$ cat config.mk
export PLATFORM = sky130hd
export DESIGN_NAME = dist_top
export DESIGN_NICKNAME = d
export VERILOG_FILES = /design/src/design/dist_regs_pkg.sv /design/src/design/dist_sample_pkg.sv /design/src/design/dist_top.sv /design/src/design/dist_output_stage.sv /design/src/design/dist_shaper.sv /design/src/design/dist_region_decode.sv /design/src/design/dist_csr.sv
export SDC_FILE = /design/constraint.sdc
export NUM_CORES = 1
export LEC_CHECK = 0
export BUFFER_PORTS_ARGS = -buffer_cell sky130_fd_sc_hd__buf_2
export CORE_MARGIN = 2
export CORE_UTILIZATION = 30
export CTS_CLUSTER_SIZE = 40
export DETAILED_ROUTE_END_ITERATION = 7
export GPL_ROUTABILITY_DRIVEN = 0
export PLACE_DENSITY_LB_ADDON = 0.2
export SYNTH_ARGS = -nofsm -noshare
export SYNTH_HDL_FRONTEND = slang
export SYNTH_HIERARCHICAL = 1
export SYNTH_SLANG_ARGS = --single-unit
$ cat constraint.sdc
create_clock -name clk -period 11.2 [get_ports clk]
set_input_delay 0.56 -clock clk [delete_from_list [all_inputs] [get_ports clk]]
set_output_delay 0.56 -clock clk [all_outputs]
set_load 0.03 [all_outputs]
$ cat src/design/dist_regs_pkg.sv
`default_nettype none

package dist_regs_pkg;

    localparam int ADDR_W = 8;
    localparam int DATA_W = 32;
    localparam int STRB_W = DATA_W / 8;

    // byte offsets of the register map.
    localparam logic [ADDR_W-1:0] REG_CTRL         = 8'h00;
    localparam logic [ADDR_W-1:0] REG_HIGH_CLIP    = 8'h04;
    localparam logic [ADDR_W-1:0] REG_CROSS_THRESH = 8'h08;
    localparam logic [ADDR_W-1:0] REG_CROSS_SHIFT  = 8'h0C;
    localparam logic [ADDR_W-1:0] REG_CLIP_COUNT   = 8'h10;

    localparam logic [1:0] RESP_OKAY   = 2'b00;
    localparam logic [1:0] RESP_SLVERR = 2'b10;

    // run-time settings where high_clip is an unsigned magnitude.
    typedef struct packed {
        logic              cross_en;
        logic [DATA_W-1:0] high_clip;
        logic [DATA_W-1:0] cross_thresh;
        logic [2:0]        cross_shift;
    } dist_cfg_t;

    typedef enum logic {
        WR_IDLE,
        WR_RESP
    } wr_state_e;

    typedef enum logic {
        RD_IDLE,
        RD_DATA
    } rd_state_e;

endpackage

`default_nettype wire

$ cat src/design/dist_sample_pkg.sv
`default_nettype none

package dist_sample_pkg;

    // width of one audio sample on both stream ports.
    localparam int SAMPLE_W = 32;

    // region opcode chosen by the decode stage and executed by the shaper.
    typedef enum logic [1:0] {
        REGION_PASS      = 2'd0,
        REGION_CLIP_HIGH = 2'd1,
        REGION_CLIP_LOW  = 2'd2,
        REGION_CROSS     = 2'd3
    } dist_region_e;

    // decode to shaper.
    // The limit and the shift travel with the sample, so a settings change
    // never affects samples that are already in flight.
    typedef struct packed {
        logic                       valid;
        logic signed [SAMPLE_W-1:0] sample;
        dist_region_e               region;
        logic [SAMPLE_W-1:0]        limit;
        logic [2:0]                 shift;
    } dist_decoded_t;

    // shaper to output stage.
    typedef struct packed {
        logic                       valid;
        logic signed [SAMPLE_W-1:0] sample;
        logic                       clipped;
    } dist_shaped_t;

endpackage

`default_nettype wire
$ cat src/design/dist_top.sv
`timescale 1ns/1ns
`default_nettype none

module dist_top import dist_sample_pkg::*, dist_regs_pkg::*; #(
    parameter logic [DATA_W-1:0] DEFAULT_HIGH_CLIP    = 32'h0010_0000,
    parameter logic [DATA_W-1:0] DEFAULT_CROSS_THRESH = 32'h0000_1000,
    parameter logic [2:0]        DEFAULT_CROSS_SHIFT  = 3'd4
) (
    input  wire logic                       clk,
    input  wire logic                       reset,

    input  wire logic [ADDR_W-1:0]          awaddr,
    input  wire logic                       awvalid,
    output logic                            awready,
    input  wire logic [DATA_W-1:0]          wdata,
    input  wire logic [STRB_W-1:0]          wstrb,
    input  wire logic                       wvalid,
    output logic                            wready,
    output logic [1:0]                      bresp,
    output logic                            bvalid,
    input  wire logic                       bready,
    input  wire logic [ADDR_W-1:0]          araddr,
    input  wire logic                       arvalid,
    output logic                            arready,
    output logic [DATA_W-1:0]               rdata,
    output logic [1:0]                      rresp,
    output logic                            rvalid,
    input  wire logic                       rready,

    input  wire logic signed [SAMPLE_W-1:0] s_tdata,
    input  wire logic                       s_tvalid,
    output logic                            s_tready,

    output logic signed [SAMPLE_W-1:0]      m_tdata,
    output logic                            m_tvalid,
    input  wire logic                       m_tready
);

    dist_cfg_t     cfg;
    dist_decoded_t decoded;
    dist_shaped_t  shaped;
    logic          clip_event;
    logic          advance;

    // The whole pipeline moves as one, so a stall at the output freezes
    // every stage and the input together.
    assign advance  = !m_tvalid || m_tready;
    assign s_tready = advance;

    dist_csr #(
        .DEFAULT_HIGH_CLIP    (DEFAULT_HIGH_CLIP),
        .DEFAULT_CROSS_THRESH (DEFAULT_CROSS_THRESH),
        .DEFAULT_CROSS_SHIFT  (DEFAULT_CROSS_SHIFT)
    ) u_csr (
        .clk, .reset,
        .awaddr, .awvalid, .awready, .wdata, .wstrb, .wvalid, .wready,
        .bresp, .bvalid, .bready,
        .araddr, .arvalid, .arready, .rdata, .rresp, .rvalid, .rready,
        .cfg, .clip_event
    );

    dist_region_decode u_decode (
        .clk, .reset, .advance, .s_tdata, .s_tvalid, .cfg, .decoded
    );

    dist_shaper u_shaper (
        .clk, .reset, .advance, .decoded, .shaped
    );

    dist_output_stage u_output (
        .clk, .reset, .advance, .shaped, .m_tdata, .m_tvalid, .m_tready, .clip_event
    );

endmodule

`default_nettype wire

$ cat src/design/dist_output_stage.sv
`timescale 1ns/1ns
`default_nettype none

module dist_output_stage import dist_sample_pkg::*; (
    input  wire logic                 clk,
    input  wire logic                 reset,
    input  wire logic                 advance,
    input  wire dist_shaped_t         shaped,
    output logic signed [SAMPLE_W-1:0] m_tdata,
    output logic                      m_tvalid,
    input  wire logic                 m_tready,
    output logic                      clip_event
);

    dist_shaped_t out_q;

    // advance stays low while the consumer stalls a valid output,
    // so the held sample cannot change under it.
    always_ff @(posedge clk) begin
        if (reset) begin
            out_q.valid <= 1'b0;
        end else if (advance) begin
            out_q <= shaped;
        end
    end

    assign m_tdata  = out_q.sample;
    assign m_tvalid = out_q.valid;

    // counted only once the clipped sample has really left the stage.
    assign clip_event = out_q.valid && m_tready && out_q.clipped;

endmodule

`default_nettype wire

$ cat src/design/dist_shaper.sv
`timescale 1ns/1ns
`default_nettype none

module dist_shaper import dist_sample_pkg::*; (
    input  wire logic          clk,
    input  wire logic          reset,
    input  wire logic          advance,
    input  wire dist_decoded_t decoded,
    output dist_shaped_t       shaped
);

    dist_shaped_t shaped_d;

    // The opcode alone selects the result because every comparison was made in decode.
    always_comb begin
        shaped_d.valid   = decoded.valid;
        shaped_d.clipped = 1'b0;
        case (decoded.region)
            REGION_CLIP_HIGH: begin
                shaped_d.sample  = $signed(decoded.limit);
                shaped_d.clipped = 1'b1;
            end
            REGION_CLIP_LOW: begin
                shaped_d.sample  = -$signed(decoded.limit);
                shaped_d.clipped = 1'b1;
            end
            REGION_CROSS: begin
                // software keeps threshold times two to the shift in range.
                shaped_d.sample = decoded.sample <<< decoded.shift;
            end
            default: begin
                shaped_d.sample = decoded.sample;
            end
        endcase
    end

    always_ff @(posedge clk) begin
        if (reset) begin
            shaped.valid <= 1'b0;
        end else if (advance) begin
            shaped <= shaped_d;
        end
    end

endmodule

`default_nettype wire

$ cat src/design/dist_region_decode.sv
`timescale 1ns/1ns
`default_nettype none

module dist_region_decode import dist_sample_pkg::*, dist_regs_pkg::*; (
    input  wire logic                       clk,
    input  wire logic                       reset,
    input  wire logic                       advance,
    input  wire logic signed [SAMPLE_W-1:0] s_tdata,
    input  wire logic                       s_tvalid,
    input  wire dist_cfg_t                  cfg,
    output dist_decoded_t                   decoded
);

    // one extra bit lets the unsigned settings and their negatives be
    // compared against the signed sample without overflow.
    logic signed [SAMPLE_W:0] sample_ext;
    logic signed [SAMPLE_W:0] limit_ext;
    logic signed [SAMPLE_W:0] thresh_ext;
    dist_region_e             region_d;
    dist_decoded_t            decoded_d;

    assign sample_ext = {s_tdata[SAMPLE_W-1], s_tdata};
    assign limit_ext  = {1'b0, cfg.high_clip};
    assign thresh_ext = {1'b0, cfg.cross_thresh};

    // clipping wins over crossover when the two windows overlap.
    always_comb begin
        if (sample_ext > limit_ext) begin
            region_d = REGION_CLIP_HIGH;
        end else if (sample_ext < -limit_ext) begin
            region_d = REGION_CLIP_LOW;
        end else if (cfg.cross_en && (sample_ext < thresh_ext) &&
                     (sample_ext > -thresh_ext)) begin
            region_d = REGION_CROSS;
        end else begin
            region_d = REGION_PASS;
        end
    end

    always_comb begin
        decoded_d.valid  = s_tvalid;
        decoded_d.sample = s_tdata;
        decoded_d.region = region_d;
        decoded_d.limit  = cfg.high_clip;
        decoded_d.shift  = cfg.cross_shift;
    end

    always_ff @(posedge clk) begin
        if (reset) begin
            decoded.valid <= 1'b0;
        end else if (advance) begin
            decoded <= decoded_d;
        end
    end

endmodule

`default_nettype wire

$ cat src/design/dist_csr.sv
`timescale 1ns/1ns
`default_nettype none

module dist_csr import dist_regs_pkg::*; #(
    parameter logic [DATA_W-1:0] DEFAULT_HIGH_CLIP    = 32'h0010_0000,
    parameter logic [DATA_W-1:0] DEFAULT_CROSS_THRESH = 32'h0000_1000,
    parameter logic [2:0]        DEFAULT_CROSS_SHIFT  = 3'd4
) (
    input  wire logic              clk,
    input  wire logic              reset,

    input  wire logic [ADDR_W-1:0] awaddr,
    input  wire logic              awvalid,
    output logic                   awready,
    input  wire logic [DATA_W-1:0] wdata,
    input  wire logic [STRB_W-1:0] wstrb,
    input  wire logic              wvalid,
    output logic                   wready,
    output logic [1:0]             bresp,
    output logic                   bvalid,
    input  wire logic              bready,

    input  wire logic [ADDR_W-1:0] araddr,
    input  wire logic              arvalid,
    output logic                   arready,
    output logic [DATA_W-1:0]      rdata,
    output logic [1:0]             rresp,
    output logic                   rvalid,
    input  wire logic              rready,

    output dist_cfg_t              cfg,
    input  wire logic              clip_event
);

    wr_state_e         wr_state;
    rd_state_e         rd_state;
    dist_cfg_t         cfg_q;
    logic [DATA_W-1:0] clip_count;
    logic              wr_fire;
    logic              wr_err;
    logic              rd_fire;
    logic [DATA_W-1:0] rd_data_d;
    logic              rd_err;

    // merges a write into an existing register one byte lane at a time.
    function automatic logic [DATA_W-1:0] merge_strb(input logic [DATA_W-1:0] old_val,
                                                     input logic [DATA_W-1:0] new_val,
                                                     input logic [STRB_W-1:0] strb);
        logic [DATA_W-1:0] res;
        res = old_val;
        for (int i = 0; i < STRB_W; i++) begin
            if (strb[i]) begin
                res[8*i +: 8] = new_val[8*i +: 8];
            end
        end
        return res;
    endfunction

    // address and data are taken together, and only with no response pending.
    assign wr_fire = awvalid && wvalid && (wr_state == WR_IDLE);
    assign awready = wr_fire;
    assign wready  = wr_fire;
    assign bvalid  = (wr_state == WR_RESP);

    // The count register is read only, so a write to it is an error as well.
    assign wr_err = !((awaddr == REG_CTRL) || (awaddr == REG_HIGH_CLIP) ||
                      (awaddr == REG_CROSS_THRESH) || (awaddr == REG_CROSS_SHIFT));

    always_ff @(posedge clk) begin
        if (reset) begin
            wr_state <= WR_IDLE;
        end else if (wr_state == WR_IDLE) begin
            if (wr_fire) begin
                wr_state <= WR_RESP;
            end
        end else if (bready) begin
            wr_state <= WR_IDLE;
        end
    end

    always_ff @(posedge clk) begin
        if (wr_fire) begin
            bresp <= wr_err ? RESP_SLVERR : RESP_OKAY;
        end
    end

    always_ff @(posedge clk) begin
        if (reset) begin
            cfg_q.cross_en     <= 1'b1;
            cfg_q.high_clip    <= DEFAULT_HIGH_CLIP;
            cfg_q.cross_thresh <= DEFAULT_CROSS_THRESH;
            cfg_q.cross_shift  <= DEFAULT_CROSS_SHIFT;
        end else if (wr_fire) begin
            case (awaddr)
                REG_CTRL: begin
                    if (wstrb[0]) begin
                        cfg_q.cross_en <= wdata[0];
                    end
                end
                REG_HIGH_CLIP:    cfg_q.high_clip <= merge_strb(cfg_q.high_clip, wdata, wstrb);
                REG_CROSS_THRESH: begin
                    cfg_q.cross_thresh <= merge_strb(cfg_q.cross_thresh, wdata, wstrb);
                end
                REG_CROSS_SHIFT: begin
                    if (wstrb[0]) begin
                        cfg_q.cross_shift <= wdata[2:0];
                    end
                end
                default: ;
            endcase
        end
    end

    assign cfg = cfg_q;

    // wraps naturally at the register width.
    always_ff @(posedge clk) begin
        if (reset) begin
            clip_count <= '0;
        end else if (clip_event) begin
            clip_count <= clip_count + 1'b1;
        end
    end

    assign arready = (rd_state == RD_IDLE);
    assign rvalid  = (rd_state == RD_DATA);
    assign rd_fire = arvalid && arready;

    always_comb begin
        rd_data_d = '0;
        rd_err    = 1'b0;
        case (araddr)
            REG_CTRL:         rd_data_d = {{(DATA_W-1){1'b0}}, cfg_q.cross_en};
            REG_HIGH_CLIP:    rd_data_d = cfg_q.high_clip;
            REG_CROSS_THRESH: rd_data_d = cfg_q.cross_thresh;
            REG_CROSS_SHIFT:  rd_data_d = {{(DATA_W-3){1'b0}}, cfg_q.cross_shift};
            REG_CLIP_COUNT:   rd_data_d = clip_count;
            default:          rd_err    = 1'b1;
        endcase
    end

    always_ff @(posedge clk) begin
        if (reset) begin
            rd_state <= RD_IDLE;
        end else if (rd_state == RD_IDLE) begin
            if (rd_fire) begin
                rd_state <= RD_DATA;
            end
        end else if (rready) begin
            rd_state <= RD_IDLE;
        end
    end

    always_ff @(posedge clk) begin
        if (rd_fire) begin
            rdata <= rd_data_d;
            rresp <= rd_err ? RESP_SLVERR : RESP_OKAY;
        end
    end

endmodule

`default_nettype wire

==> flow_summary_export.csv, run 1 <==
group,metric,value,unit
synth,ys_warn_count,6,
clock_network,cts_buffer_depth,3,
floorplanning,fp.dieArea,58600,sq um
critical_path,crit_path_end_kind,"flop",
critical_path,timing.critical_path.buf_inv,0,
sta,finClkSkew,28.1,ps
synth,netlist.area_leader.share,29.9,%
sta,setup_viol,0,
clock_network,worstSkewPairLatency,550,ps
routing,drtPass1Iterations,7,
synth,avgSynthCellArea,10.2,sq um
clock_network,clkSinkCount,274,
sta,rsz0062_at_grt,"false",
sta,slew-limit-headroom,21.7,%
critical_path,reg2regPathDepth,15,
clock_network,clkTransAtPathRegs,70,ps
grt,gr-usage-met2,26.9,%
sta,worst_slew_pin_slew,1170,ps
power_and_ir_drop,finalPower,2.52,mW
synth,yosysSeqAreaShare,42.2,%
critical_path,r2r_slack,6700,ps
floorplanning,std_cell_rows,87,
routing,wirelength,50.6,mm
sta,fmax,222,MHz
grt,overflow,0,
synth,synth_edf_count,169,
run,drv_cap,0,
grt,grt_start_max_net_pins,81,
critical_path,crit_type,"flop to flop",
clock_network,htreeDepth,2,
place,hpwlAfterDp,38.7,mm
synth,syn_inst,1669,
synth,synth_common_cells,"169 x edfxtp_1, 145 x nor2_1, 136 x ha_1, 120 x inv_1, 105 x dfxtp_1",
synth,synth-seq-cells,274,
grt,grt_pass1_wl,77.8,mm
cells_and_area,drive_gt1_share,16.8,%
floorplanning,ioPinCount,168,
cells_and_area,area_growth,14.6,%
critical_path,cp-start-kind,"flop",
synth,synth_ff_type,"edfxtp_1",
hold_path,hold_path.class,"input port to flop",
synth,synth.most_common_cell,"edfxtp_1",
critical_path,cp_top_family,"simple AND/OR/NAND/NOR gates",
sta,slew_violations,0,
power_and_ir_drop,powerDensity,129,nW/um^2
routing,via_count,13400,
sta,layout_min_cycle_time,4500,ps
floorplanning,die_y,242,microns
place,port_buffers,165,
clock_network,numCtsBuffers,34,
sta,setup_tns,0,ps
cells_and_area,fin_nets,2010,
clock_network,ctsHoldBuffers,0,
critical_path,r2r-start,"u_csr/cfg[5]",
sta,final_hold_viol_count,0,
critical_path,slowest_delay,570,ps
critical_path,arrival,4780,ps
routing,wl_per_cell,19.7,microns
clock_network,cts.repair.resized,0,
power_and_ir_drop,irDropWorstVdd,101,uV
critical_path,r2r-end,"u_decode/decoded[35]",
grt,grt.busiest_layer,"met2",
synth,synthTopCellsByArea,"edfxtp_1 30%, dfxtp_1 12%, ha_1 10%",
power_and_ir_drop,p_leak,7.32,nW
clock_network,cts_tree,"yes",
floorplanning,core_area,56200,sq um
routing,drc_errors,0,
clock_network,clockRootBuffer,"clkbuf_16",
critical_path,critPathSlowestCell,"nor3_1",
grt,first_global_vias,13300,
critical_path,cp.depth,15,
critical_path,endpoint,"u_decode/decoded[35]",
clock_network,cts_setup_buffers,0,
grt,antenna_found_initial,4,
synth,synth_cell_types,78,
cells_and_area,fill_cells,5757,
synth,synth-async-reset-ratio,0,%
synth,syn_area,17000,sq um
critical_path,critical_path.cell_chain,"nor3_2 > nand4_1 > nor3_1 > nand3_1 > or4_1 > nor3_1 > xnor2_1 > ha_1 > nand3_1 > nor2_1 > a2111oi_0 > nor2_1 > a2111o_1 > nand4_1 > o22ai_1",
critical_path,required,11490,ps
routing,drtIter0Drc,738,
grt,met3_usage,2.32,%
floorplanning,die-width,242,microns
sta,finalCritPeriodShare,40.2,%
routing,final_antenna_net_count,0,
critical_path,crit_path_start,"u_csr/cfg[5]",
critical_path,worstPathMaxFanout,6,
grt,use_met1,23.2,%
routing,viasPerCell,5.21,
outcome,outcome,"finished, final reports clean",
floorplanning,start_util,30.3,%
synth,synth_top_area_cell,"edfxtp_1",
grt,grt.total_usage,16.9,%
==> logic make-up (layout without fill, tap and decap cells) <==
kind of cell / count (synthesis) / after routing / share of synthesized area (%)
compound gates: 318 / 318 / 12.5
xor+xnor: 73 / 73 / 3.76
fa+ha+maj: 136 / 136 / 10.0
buf+inv: 229 / 365 / 5.99
flops: 274 / 274 / 42.2
mux: 134 / 134 / 9.21
other cells: 1 / 4 / 0.0221
simple gates: 504 / 504 / 16.3
==> metrics by stage <==
stage                     instances  utilization, %  worst slack (ps)  area [sq um]  hold WS, ps
after floorplan                1670               -              6570         17000          400
after global placement         2501            32.7              6830         18400          404
after detailed placement       2501            32.7              6760         18400          405
after CTS                      2562            34.7              6730         19500          169
after global routing           2564            34.7              6340         19500          208
final                          2564            34.7              6700         19500          201
==> sequential cells by signal (all words and copies together), names as in the netlist <==
signal / cells
u_output/out_q: 1
u_csr/bvalid: 1
u_csr/rdata: 32
u_output/m_tdata: 32
u_csr/rvalid: 1
u_shaper/shaped: 34
u_csr/rresp: 1
u_csr/bresp: 1
u_csr/clip_count: 32
u_output/m_tvalid: 1
u_decode/decoded: 70
u_csr/cfg: 68
==> worst reg2reg max path, stage by stage, from the launching register on <==
cell	delay, ps
dfxtp_1	370
nor3_2	300
nand4_1	250
nor3_1	570
nand3_1	270
or4_1	530
nor3_1	210
xnor2_1	150
ha_1	270
nand3_1	130
nor2_1	60
a2111oi_0	400
nor2_1	100
a2111o_1	390
nand4_1	130
o22ai_1	100
==> final cells by class <==
type	instances	area, sq um	share of cell area [%]
diodes	2	5.00	0.0257
clock buffers	38	866	4.45
clock inverters	23	240	1.23
inverters	126	473	2.43
multi-input cells	1167	8850	45.4
flip-flops and latches	274	7180	36.8
well taps	756	946	4.86
repair buffers	178	926	4.75
==> metal layers <==
layer	wire, microns	vias to the layer above	share of wire (%)
met1	23600	6407	47
met2	23000	414	45
li1	-	6460	-
met4	1590	0	3.1
met5	0	-	0
met3	2490	87	4.9
==> worst min-delay path by stage <==
stage,slack (ps),cells past startpoint,endpoint,startpoint
floorplan,400,0,u_output/m_tdata[0],u_shaper/shaped[1]
global placement,400,0,u_output/m_tdata[6],u_shaper/shaped[7]
detailed placement,400,0,u_output/m_tdata[26],u_shaper/shaped[27]
CTS,170,2,u_csr/rvalid,rready
global route,210,2,u_csr/rvalid,rready
finish,200,2,u_csr/rvalid,rready
==> power breakdown <==
| group | internal (mW) | total [mW] | switching (mW) | leakage (nW) |
|---|---|---|---|---|
| clock | 0.637 | 1.10 | 0.461 | 0.537 |
| sequential | 1.12 | 1.15 | 0.0232 | 2.52 |
| combinational | 0.0976 | 0.275 | 0.178 | 4.27 |
| total | 1.86 | 2.52 | 0.662 | 7.32 |
==> placed cells by master, fill, tap and decap left out, types with 14 or more instances in the layout <==
master     count
buf_2        164
nor3_1        41
nor4_1        28
a21oi_1       67
edfxtp_1     169
nor2_1       145
ha_1         136
or4_1         28
nand4_1       49
xnor2_1       64
inv_1        120
mux2_2        20
nand2_1       70
a22oi_1       34
mux4_2        16
dfxtp_1      105
or3_1         17
o31ai_1       20
clkbuf_16     34
mux2i_1       98
a21o_1        21
nand2b_1      16
o21ai_0       71
nand3_1       35
a221oi_1      23
buf_4         14
Power figures use the tool's default switching activity.
==> run 2, diff against run 1 <==
Settings changed: ABC_AREA from default to 1.
Clock period 11.2 ns to 4.6 ns, I/O delays scaled along.
==> run 2 against run 1 <==
Against the previous run: clock skew shrank 14 ps; design area grew 11%; synthesized area grew 8.6%; routed wire length grew 18%; die area grew 8.5%; critical path depth grew 7; via count grew 27%; synthesized cell count grew 47%; register-to-register slack lost 5600 ps.
==> flow_summary_export.csv, run 2 <==
group,metric,value,unit
floorplanning,std_cell_rows,90,
cells_and_area,area_growth,16.6,%
clock_network,cts_setup_buffers,0,
clock_network,worstSkewPairLatency,540,ps
grt,grt_pass1_wl,91.9,mm
floorplanning,core_area,60600,sq um
sta,finalCritPeriodShare,75.5,%
synth,yosysSeqAreaShare,38.9,%
clock_network,clkSinkCount,274,
sta,finClkSkew,14.0,ps
floorplanning,ioPinCount,168,
grt,grt.total_usage,18.5,%
synth,synth_compound_area_share,8.94,%
sta,final_hold_viol_count,0,
floorplanning,die-width,252,microns
critical_path,crit_top_cell,"nand2_1",
critical_path,crit_path_end_kind,"flop",
critical_path,required,4900,ps
clock_network,clockRootBuffer,"clkbuf_16",
routing,drtIter0Drc,1290,
routing,wirelength,59.8,mm
cells_and_area,multiInputGateArea,9750,sq um
synth,synth-seq-cells,274,
place,port_buffers,165,
synth,synth_ff_type,"edfxtp_1",
synth,synth_top_family_by_area,"simple AND/OR/NAND/NOR gates",
sta,fmax,288,MHz
sta,hold-worst-slack,26.8,ps
critical_path,critPathSlowestCell,"dfxtp_1",
synth,synth_cell_types,50,
synth,synth-async-reset-ratio,0,%
critical_path,worstPathMaxFanout,4,
synth,synth.area.mux_share,0,%
routing,final_antenna_net_count,0,
routing,wl_per_cell,17.4,microns
critical_path,r2r_slack,1130,ps
clock_network,clkTransAtPathRegs,60,ps
critical_path,endpoint,"u_decode/decoded[36]",
sta,slew-limit-headroom,22.3,%
run,drv_cap,0,
power_and_ir_drop,irDropWorstVdd,185,uV
cells_and_area,n_antenna_cell,0,
cells_and_area,layout_common_cells,"640 x nand2_1, 290 x nor2_1, 240 x inv_1, 212 x nand3_1, 199 x a21oi_1",
critical_path,slowest_delay,340,ps
floorplanning,die_y,252,microns
sta,setup_tns,0,ps
place,pre_cts_slack,1180,ps
clock_network,htreeDepth,2,
cells_and_area,fill_cells,6416,
power_and_ir_drop,finalPower,6.46,mW
routing,drc_errors,0,
place,hpwlAfterDp,47.0,mm
place,placed_cells,3314,
sta,layout_min_cycle_time,3470,ps
cells_and_area,largest_reg_flops,70,
synth,synth.most_common_cell,"nand2_1",
cells_and_area,final_common_cell,"nand2_1",
critical_path,crit_type,"flop to flop",
floorplanning,fp.dieArea,63500,sq um
grt,overflow,0,
place,placed_area,19800,sq um
sta,slew_violations,0,
synth,avgSynthCellArea,7.54,sq um
cells_and_area,fin_cells,3427,
synth,netlist.area_leader.share,27.5,%
power_and_ir_drop,powerDensity,300,nW/um^2
synth,synth_top_area_cell,"edfxtp_1",
cells_and_area,final_cell_area,21500,sq um
synth,synth_xor_area_share,2.28,%
critical_path,critical_path.cell_chain,"inv_1 > ha_1 > nand2_1 > nor2_2 > nand3_2 > nor2_4 > nand4_1 > nor3_2 > nand3_1 > nand2_1 > o21ai_1 > ha_1 > a21oi_1 > o21ai_0 > nand2_1 > nand2_1 > a21oi_1 > nand3_1 > nand2_1 > nand2_1 > nor2_1 > nor2_1",
synth,syn_inst,2448,
sta,worst_slew_pin_slew,1160,ps
synth,synthTopCellsByArea,"edfxtp_1 27%, nand2_1 13%, dfxtp_1 11%",
sta,fin_ws,1130,ps
critical_path,cp-start-kind,"flop",
grt,first_global_vias,16500,
synth,synthAdderAreaFrac,9.22,%
power_and_ir_drop,p_leak,9.22,nW
grt,antenna_found_initial,0,
critical_path,timing.critical_path.buf_inv,1,
critical_path,arrival,3780,ps
sta,setup_viol,0,
critical_path,r2r-end,"u_decode/decoded[36]",
synth,synth_common_cells,"640 x nand2_1, 293 x nor2_1, 240 x inv_1, 212 x nand3_1, 199 x a21oi_1",
synth,ys_warn_count,6,
sta,rsz0062_at_grt,"false",
critical_path,reg2regPathDepth,22,
synth,synth_edf_count,169,
routing,drtPass1Iterations,6,
grt,grt_start_max_net_pins,83,
cells_and_area,postLayoutCoreUtil,35.5,%
clock_network,cts_tree,"yes",
synth,synth-simple-area-share,32.3,%
routing,viasPerCell,4.94,
routing,via_count,16900,
clock_network,numCtsBuffers,34,
clock_network,cts_buffer_depth,3,
synth,syn_area,18500,sq um
floorplanning,start_util,30.5,%
critical_path,cp.depth,22,
outcome,outcome,"finished, final reports clean",
cells_and_area,drive_gt1_share,12.6,%
critical_path,cp_top_family,"simple AND/OR/NAND/NOR gates",
cells_and_area,fin_nets,2849,
cells_and_area,register_area,7180,sq um
critical_path,crit_path_start,"u_csr/cfg[36]",
critical_path,r2r-start,"u_csr/cfg[36]",
hold_path,hold_path.class,"input port to flop",
cells_and_area,max_flop_register,"u_decode/decoded",
run 2: changes by cell type after synthesis, moves of 29 or more:
cell,change
clkbuf_1,-29
inv_1,+120
nor2_1,+148
nand3_1,+177
nand2_1,+570
xor2_1,+36
mux2i_1,-98
a21oi_1,+132
a22oi_1,-33
o21ai_1,+31
xnor2_1,-61
run 2: per-layer routing:
metal	part of all wire, %	vias to the layer above	global-route usage [%]
met1	45	7911	24.2
li1	-	8433	-
met5	0	-	0
met4	3.3	0	6.66
met3	4.3	99	2.13
met2	47	475	31.6
run 2: cells by family (layout without fill, tap and decap cells):
family                   count (synthesis)  in the layout
AO/OA/AOI/OAI                          311            311
other                                    1              2
adder cells (fa/ha/maj)                136            136
flip-flops                             274            274
buffers and inverters                  347            543
AND/OR/NAND/NOR                       1331           1331
XOR/XNOR                                48             48
run 2: worst register-to-register path, delay by kind of cell, from the launching register on:
| family | cells | cell delay (ps) |
|---|---|---|
| flip-flops | 1 | 340 |
| adder cells (fa/ha/maj) | 2 | 490 |
| buffers and inverters | 1 | 120 |
| AO/OA/AOI/OAI | 4 | 490 |
| AND/OR/NAND/NOR | 15 | 1790 |
run 2: where the power goes:
group | internal (mW) | switching, mW
logic | 0.243 | 0.503
registers | 2.74 | 0.0559
clock network | 1.87 | 1.05
total | 4.85 | 1.61
run 2: worst min-delay path by stage:
stage | from | endpoint | slack [ps] | cells after the start
2_1_floorplan | reset | u_decode/decoded[69] | 300 | 1
3_3_place_gp | u_shaper/shaped[19] | u_output/m_tdata[18] | 400 | 0
3_5_place_dp | u_shaper/shaped[15] | u_output/m_tdata[14] | 410 | 0
6_report | s_tdata[22] | u_decode/decoded[59] | 30 | 1
5_1_grt | s_tdata[28] | u_decode/decoded[65] | 20 | 1
4_1_cts | s_tdata[28] | u_decode/decoded[65] | 4 | 1
run 2: layout make-up:
class | instances | share of cell area, %
Clock buffer | 47 | 4.52
Sequential cell | 274 | 33.3
Tap cell | 782 | 4.55
Inverter | 250 | 4.36
Timing Repair Buffer | 232 | 6.78
Clock inverter | 14 | 1.15
Multi-Input combinational cell | 1828 | 45.3
run 2: repair_timing:
| item | in CTS | in global routing |
|---|---|---|
| hold buffers | 52 | 0 |
| endpoints found under the hold margin | 83 | 0 |
| gates resized for setup | 0 | 0 |
==> run 3, diff against run 2 <==
Clock period 4.6 ns to 3.3 ns, I/O delays scaled along.
==> run 3 against run 2 <==
Against the previous run: critical path depth shrank 7; sequential share of layout area shrank 1.3 points; cell count grew 2.2%; non-clock buffer count grew 75; register-to-register slack lost 1100 ps; sequential power grew 39%; worst setup slack lost 1100 ps; maximum frequency grew 5.6%; design area grew 4.0%; count of clock-buffer cells in the layout shrank 4; clock power grew 43%; critical endpoint unchanged; largest cell class unchanged; highest routed layer unchanged.
==> flow_summary_export.csv, run 3 (same netlist as run 2, synthesis figures left out) <==
group,metric,value,unit
grt,grt_pass1_wl,93.4,mm
critical_path,r2r-start,"u_csr/cfg[58]",
clock_network,clkTransAtPathRegs,60,ps
sta,layout_min_cycle_time,3290,ps
grt,antenna_found_initial,0,
grt,grt.total_usage,18.9,%
critical_path,required,3590,ps
floorplanning,core_area,60600,sq um
critical_path,worstPathMaxFanout,6,
grt,use_met1,25.2,%
grt,overflow,0,
clock_network,clkSinkCount,274,
power_and_ir_drop,clkPwrFrac,45.7,%
sta,finalCritPeriodShare,99.6,%
cells_and_area,layout_common_cells,"635 x nand2_1, 280 x nor2_1, 238 x inv_1, 207 x nand3_1, 194 x a21oi_1",
routing,wirelength,61.2,mm
hold_path,hold_path.class,"input port to flop",
floorplanning,std_cell_rows,90,
grt,grt_start_max_net_pins,70,
grt,grt.busiest_layer,"met2",
power_and_ir_drop,seq_power_share,42.5,%
sta,fin_ws,11.7,ps
clock_network,worstSkewPairLatency,550,ps
power_and_ir_drop,switching_power,2.29,mW
cells_and_area,drive_gt1_share,15.7,%
power_and_ir_drop,powerDensity,408,nW/um^2
floorplanning,die-width,252,microns
run,drv_cap,0,
place,port_buffers,165,
routing,drc_errors,0,
power_and_ir_drop,irDropWorstVdd,263,uV
routing,wl_per_cell,17.5,microns
grt,met3_usage,2.14,%
cells_and_area,n_antenna_cell,0,
critical_path,r2r-end,"u_decode/decoded[36]",
power_and_ir_drop,p_leak,9.62,nW
clock_network,numCtsBuffers,34,
sta,slew_violations,0,
grt,first_global_vias,16800,
clock_network,htreeDepth,2,
place,hpwlAfterDp,48.3,mm
place,pre_cts_slack,-51.2,ps
sta,final_hold_viol_count,0,
hold_path,hold_path_end,"u_csr/rresp[1]",
cells_and_area,fin_nets,2924,
clock_network,cts_buffer_depth,3,
routing,via_count,17300,
critical_path,cp-start-kind,"flop",
cells_and_area,postLayoutCoreUtil,37.0,%
critical_path,arrival,3580,ps
hold_path,min_path_cells,3,
floorplanning,start_util,30.5,%
sta,slew-limit-headroom,30.5,%
power_and_ir_drop,p_sw_share,25.1,%
place,placed_area,20100,sq um
critical_path,r2r_slack,10,ps
sta,fmax,304,MHz
grt,gr-usage-met2,31.5,%
hold_path,holdCritStartpoint,"araddr[0]",
routing,viasPerCell,4.95,
outcome,outcome,"finished, final reports clean",
power_and_ir_drop,combPwrFrac,11.8,%
sta,worst_slew_pin_slew,1030,ps
cells_and_area,final_common_cell,"nand2_1",
floorplanning,ioPinCount,168,
cells_and_area,max_flop_register,"u_decode/decoded",
clock_network,clockRootBuffer,"clkbuf_16",
cells_and_area,area_growth,21.3,%
sta,finClkSkew,18.5,ps
critical_path,crit_type,"flop to flop",
floorplanning,fp.dieArea,63500,sq um
routing,final_antenna_net_count,0,
routing,drtPass1Iterations,7,
critical_path,reg2regPathDepth,15,
cells_and_area,largest_reg_flops,70,
critical_path,crit_path_end_kind,"flop",
floorplanning,die_y,252,microns
cells_and_area,final_cell_area,22400,sq um
power_and_ir_drop,p_int,6.85,mW
sta,setup_viol,0,
sta,rsz0062_at_grt,"true",
routing,drtIter0Drc,1272,
clock_network,cts_tree,"yes",
-- run 3: cell count changes in the layout (fill, tap and decap cells not counted), moves of 5 or more --
cell           change
a21oi_1            -5
a21oi_2            +5
buf_4             +56
dlygate4sd3_1     +17
nand2_1            -5
nand3_1            -5
nor2_1            -10
nor2_2             +7
-- run 3: power groups by stage --
stage | Sequential (mW) | Clock, mW | Combinational [mW]
global placement | 3.96 | 0 | 0.983
finish | 3.88 | 4.18 | 1.08
detailed placement | 3.96 | 0 | 0.998
floorplan | 3.98 | 0 | 0.644
CTS | 3.89 | 4.28 | 1.07
global route | 3.90 | 4.41 | 1.19
-- run 3: cell type report --
type / count / area, sq um
Fill cell: 6301 / 38200
Multi-Input combinational cell: 1828 / 9960
Sequential cell: 274 / 7180
Timing Repair Buffer: 307 / 2080
Tap cell: 782 / 978
Clock buffer: 43 / 948
Inverter: 250 / 941
Clock inverter: 18 / 303
-- run 3: routing by layer --
layer  vias to the layer above  share of wire (%)
li1                       8581                  -
met1                      8078                 45
met2                       562                 46
met3                       114                4.7
met4                         0                3.5
met5                         -                  0
-- run 3: critical path, cell delays in order (launching register included) --
cell     delay (ps)
dfxtp_1         420
nor3_1          870
nand3_2         250
nor2_2          150
xor2_1          190
ha_1            280
a21oi_1         160
o21ai_1          80
nand2_1          60
nand2_1          60
a21oi_2         140
nand3_2          70
nand2_1          90
nand2_2          60
nor2_1          100
nor2_1           50
-- run 3: worst max path at each step --
stage	slack, ps	cells after the start	endpoint	start
4_1_cts	0.3	22	u_decode/decoded[36]	u_csr/cfg[4]
2_1_floorplan	160	3	u_decode/decoded[0]	u_output/m_tvalid
5_1_grt	-150	20	u_decode/decoded[36]	u_csr/cfg[36]
6_report	10	15	u_decode/decoded[36]	u_csr/cfg[58]
3_3_place_gp	60	22	u_decode/decoded[36]	u_csr/cfg[36]
3_5_place_dp	-50	22	u_decode/decoded[35]	u_csr/cfg[36]
-- run 3: what timing repair did --
item / 4_1_cts / 5_1_grt
hold endpoints to repair: 104 / 0
setup buffers: 5 / 10
resized for setup: 15 / 36
hold buffers: 69 / 0
gates cloned: 0 / 0
setup endpoints to repair: 2 / 2
pin swaps: 12 / 30
-- run 3: through the flow --
| step | std cells | hold slack, ps | power, mW | setup TNS [ps] |
|---|---|---|---|---|
| final | 3502 | 51.5 | 9.14 | 0 |
| after global placement | 3357 | 364 | 4.94 | 0 |
| after global routing | 3502 | 45.4 | 9.51 | -284 |
| after floorplan | 2449 | 234 | 4.63 | 0 |
| after detailed placement | 3357 | 369 | 4.96 | -99.7 |
| after CTS | 3492 | 23.9 | 9.24 | 0 |
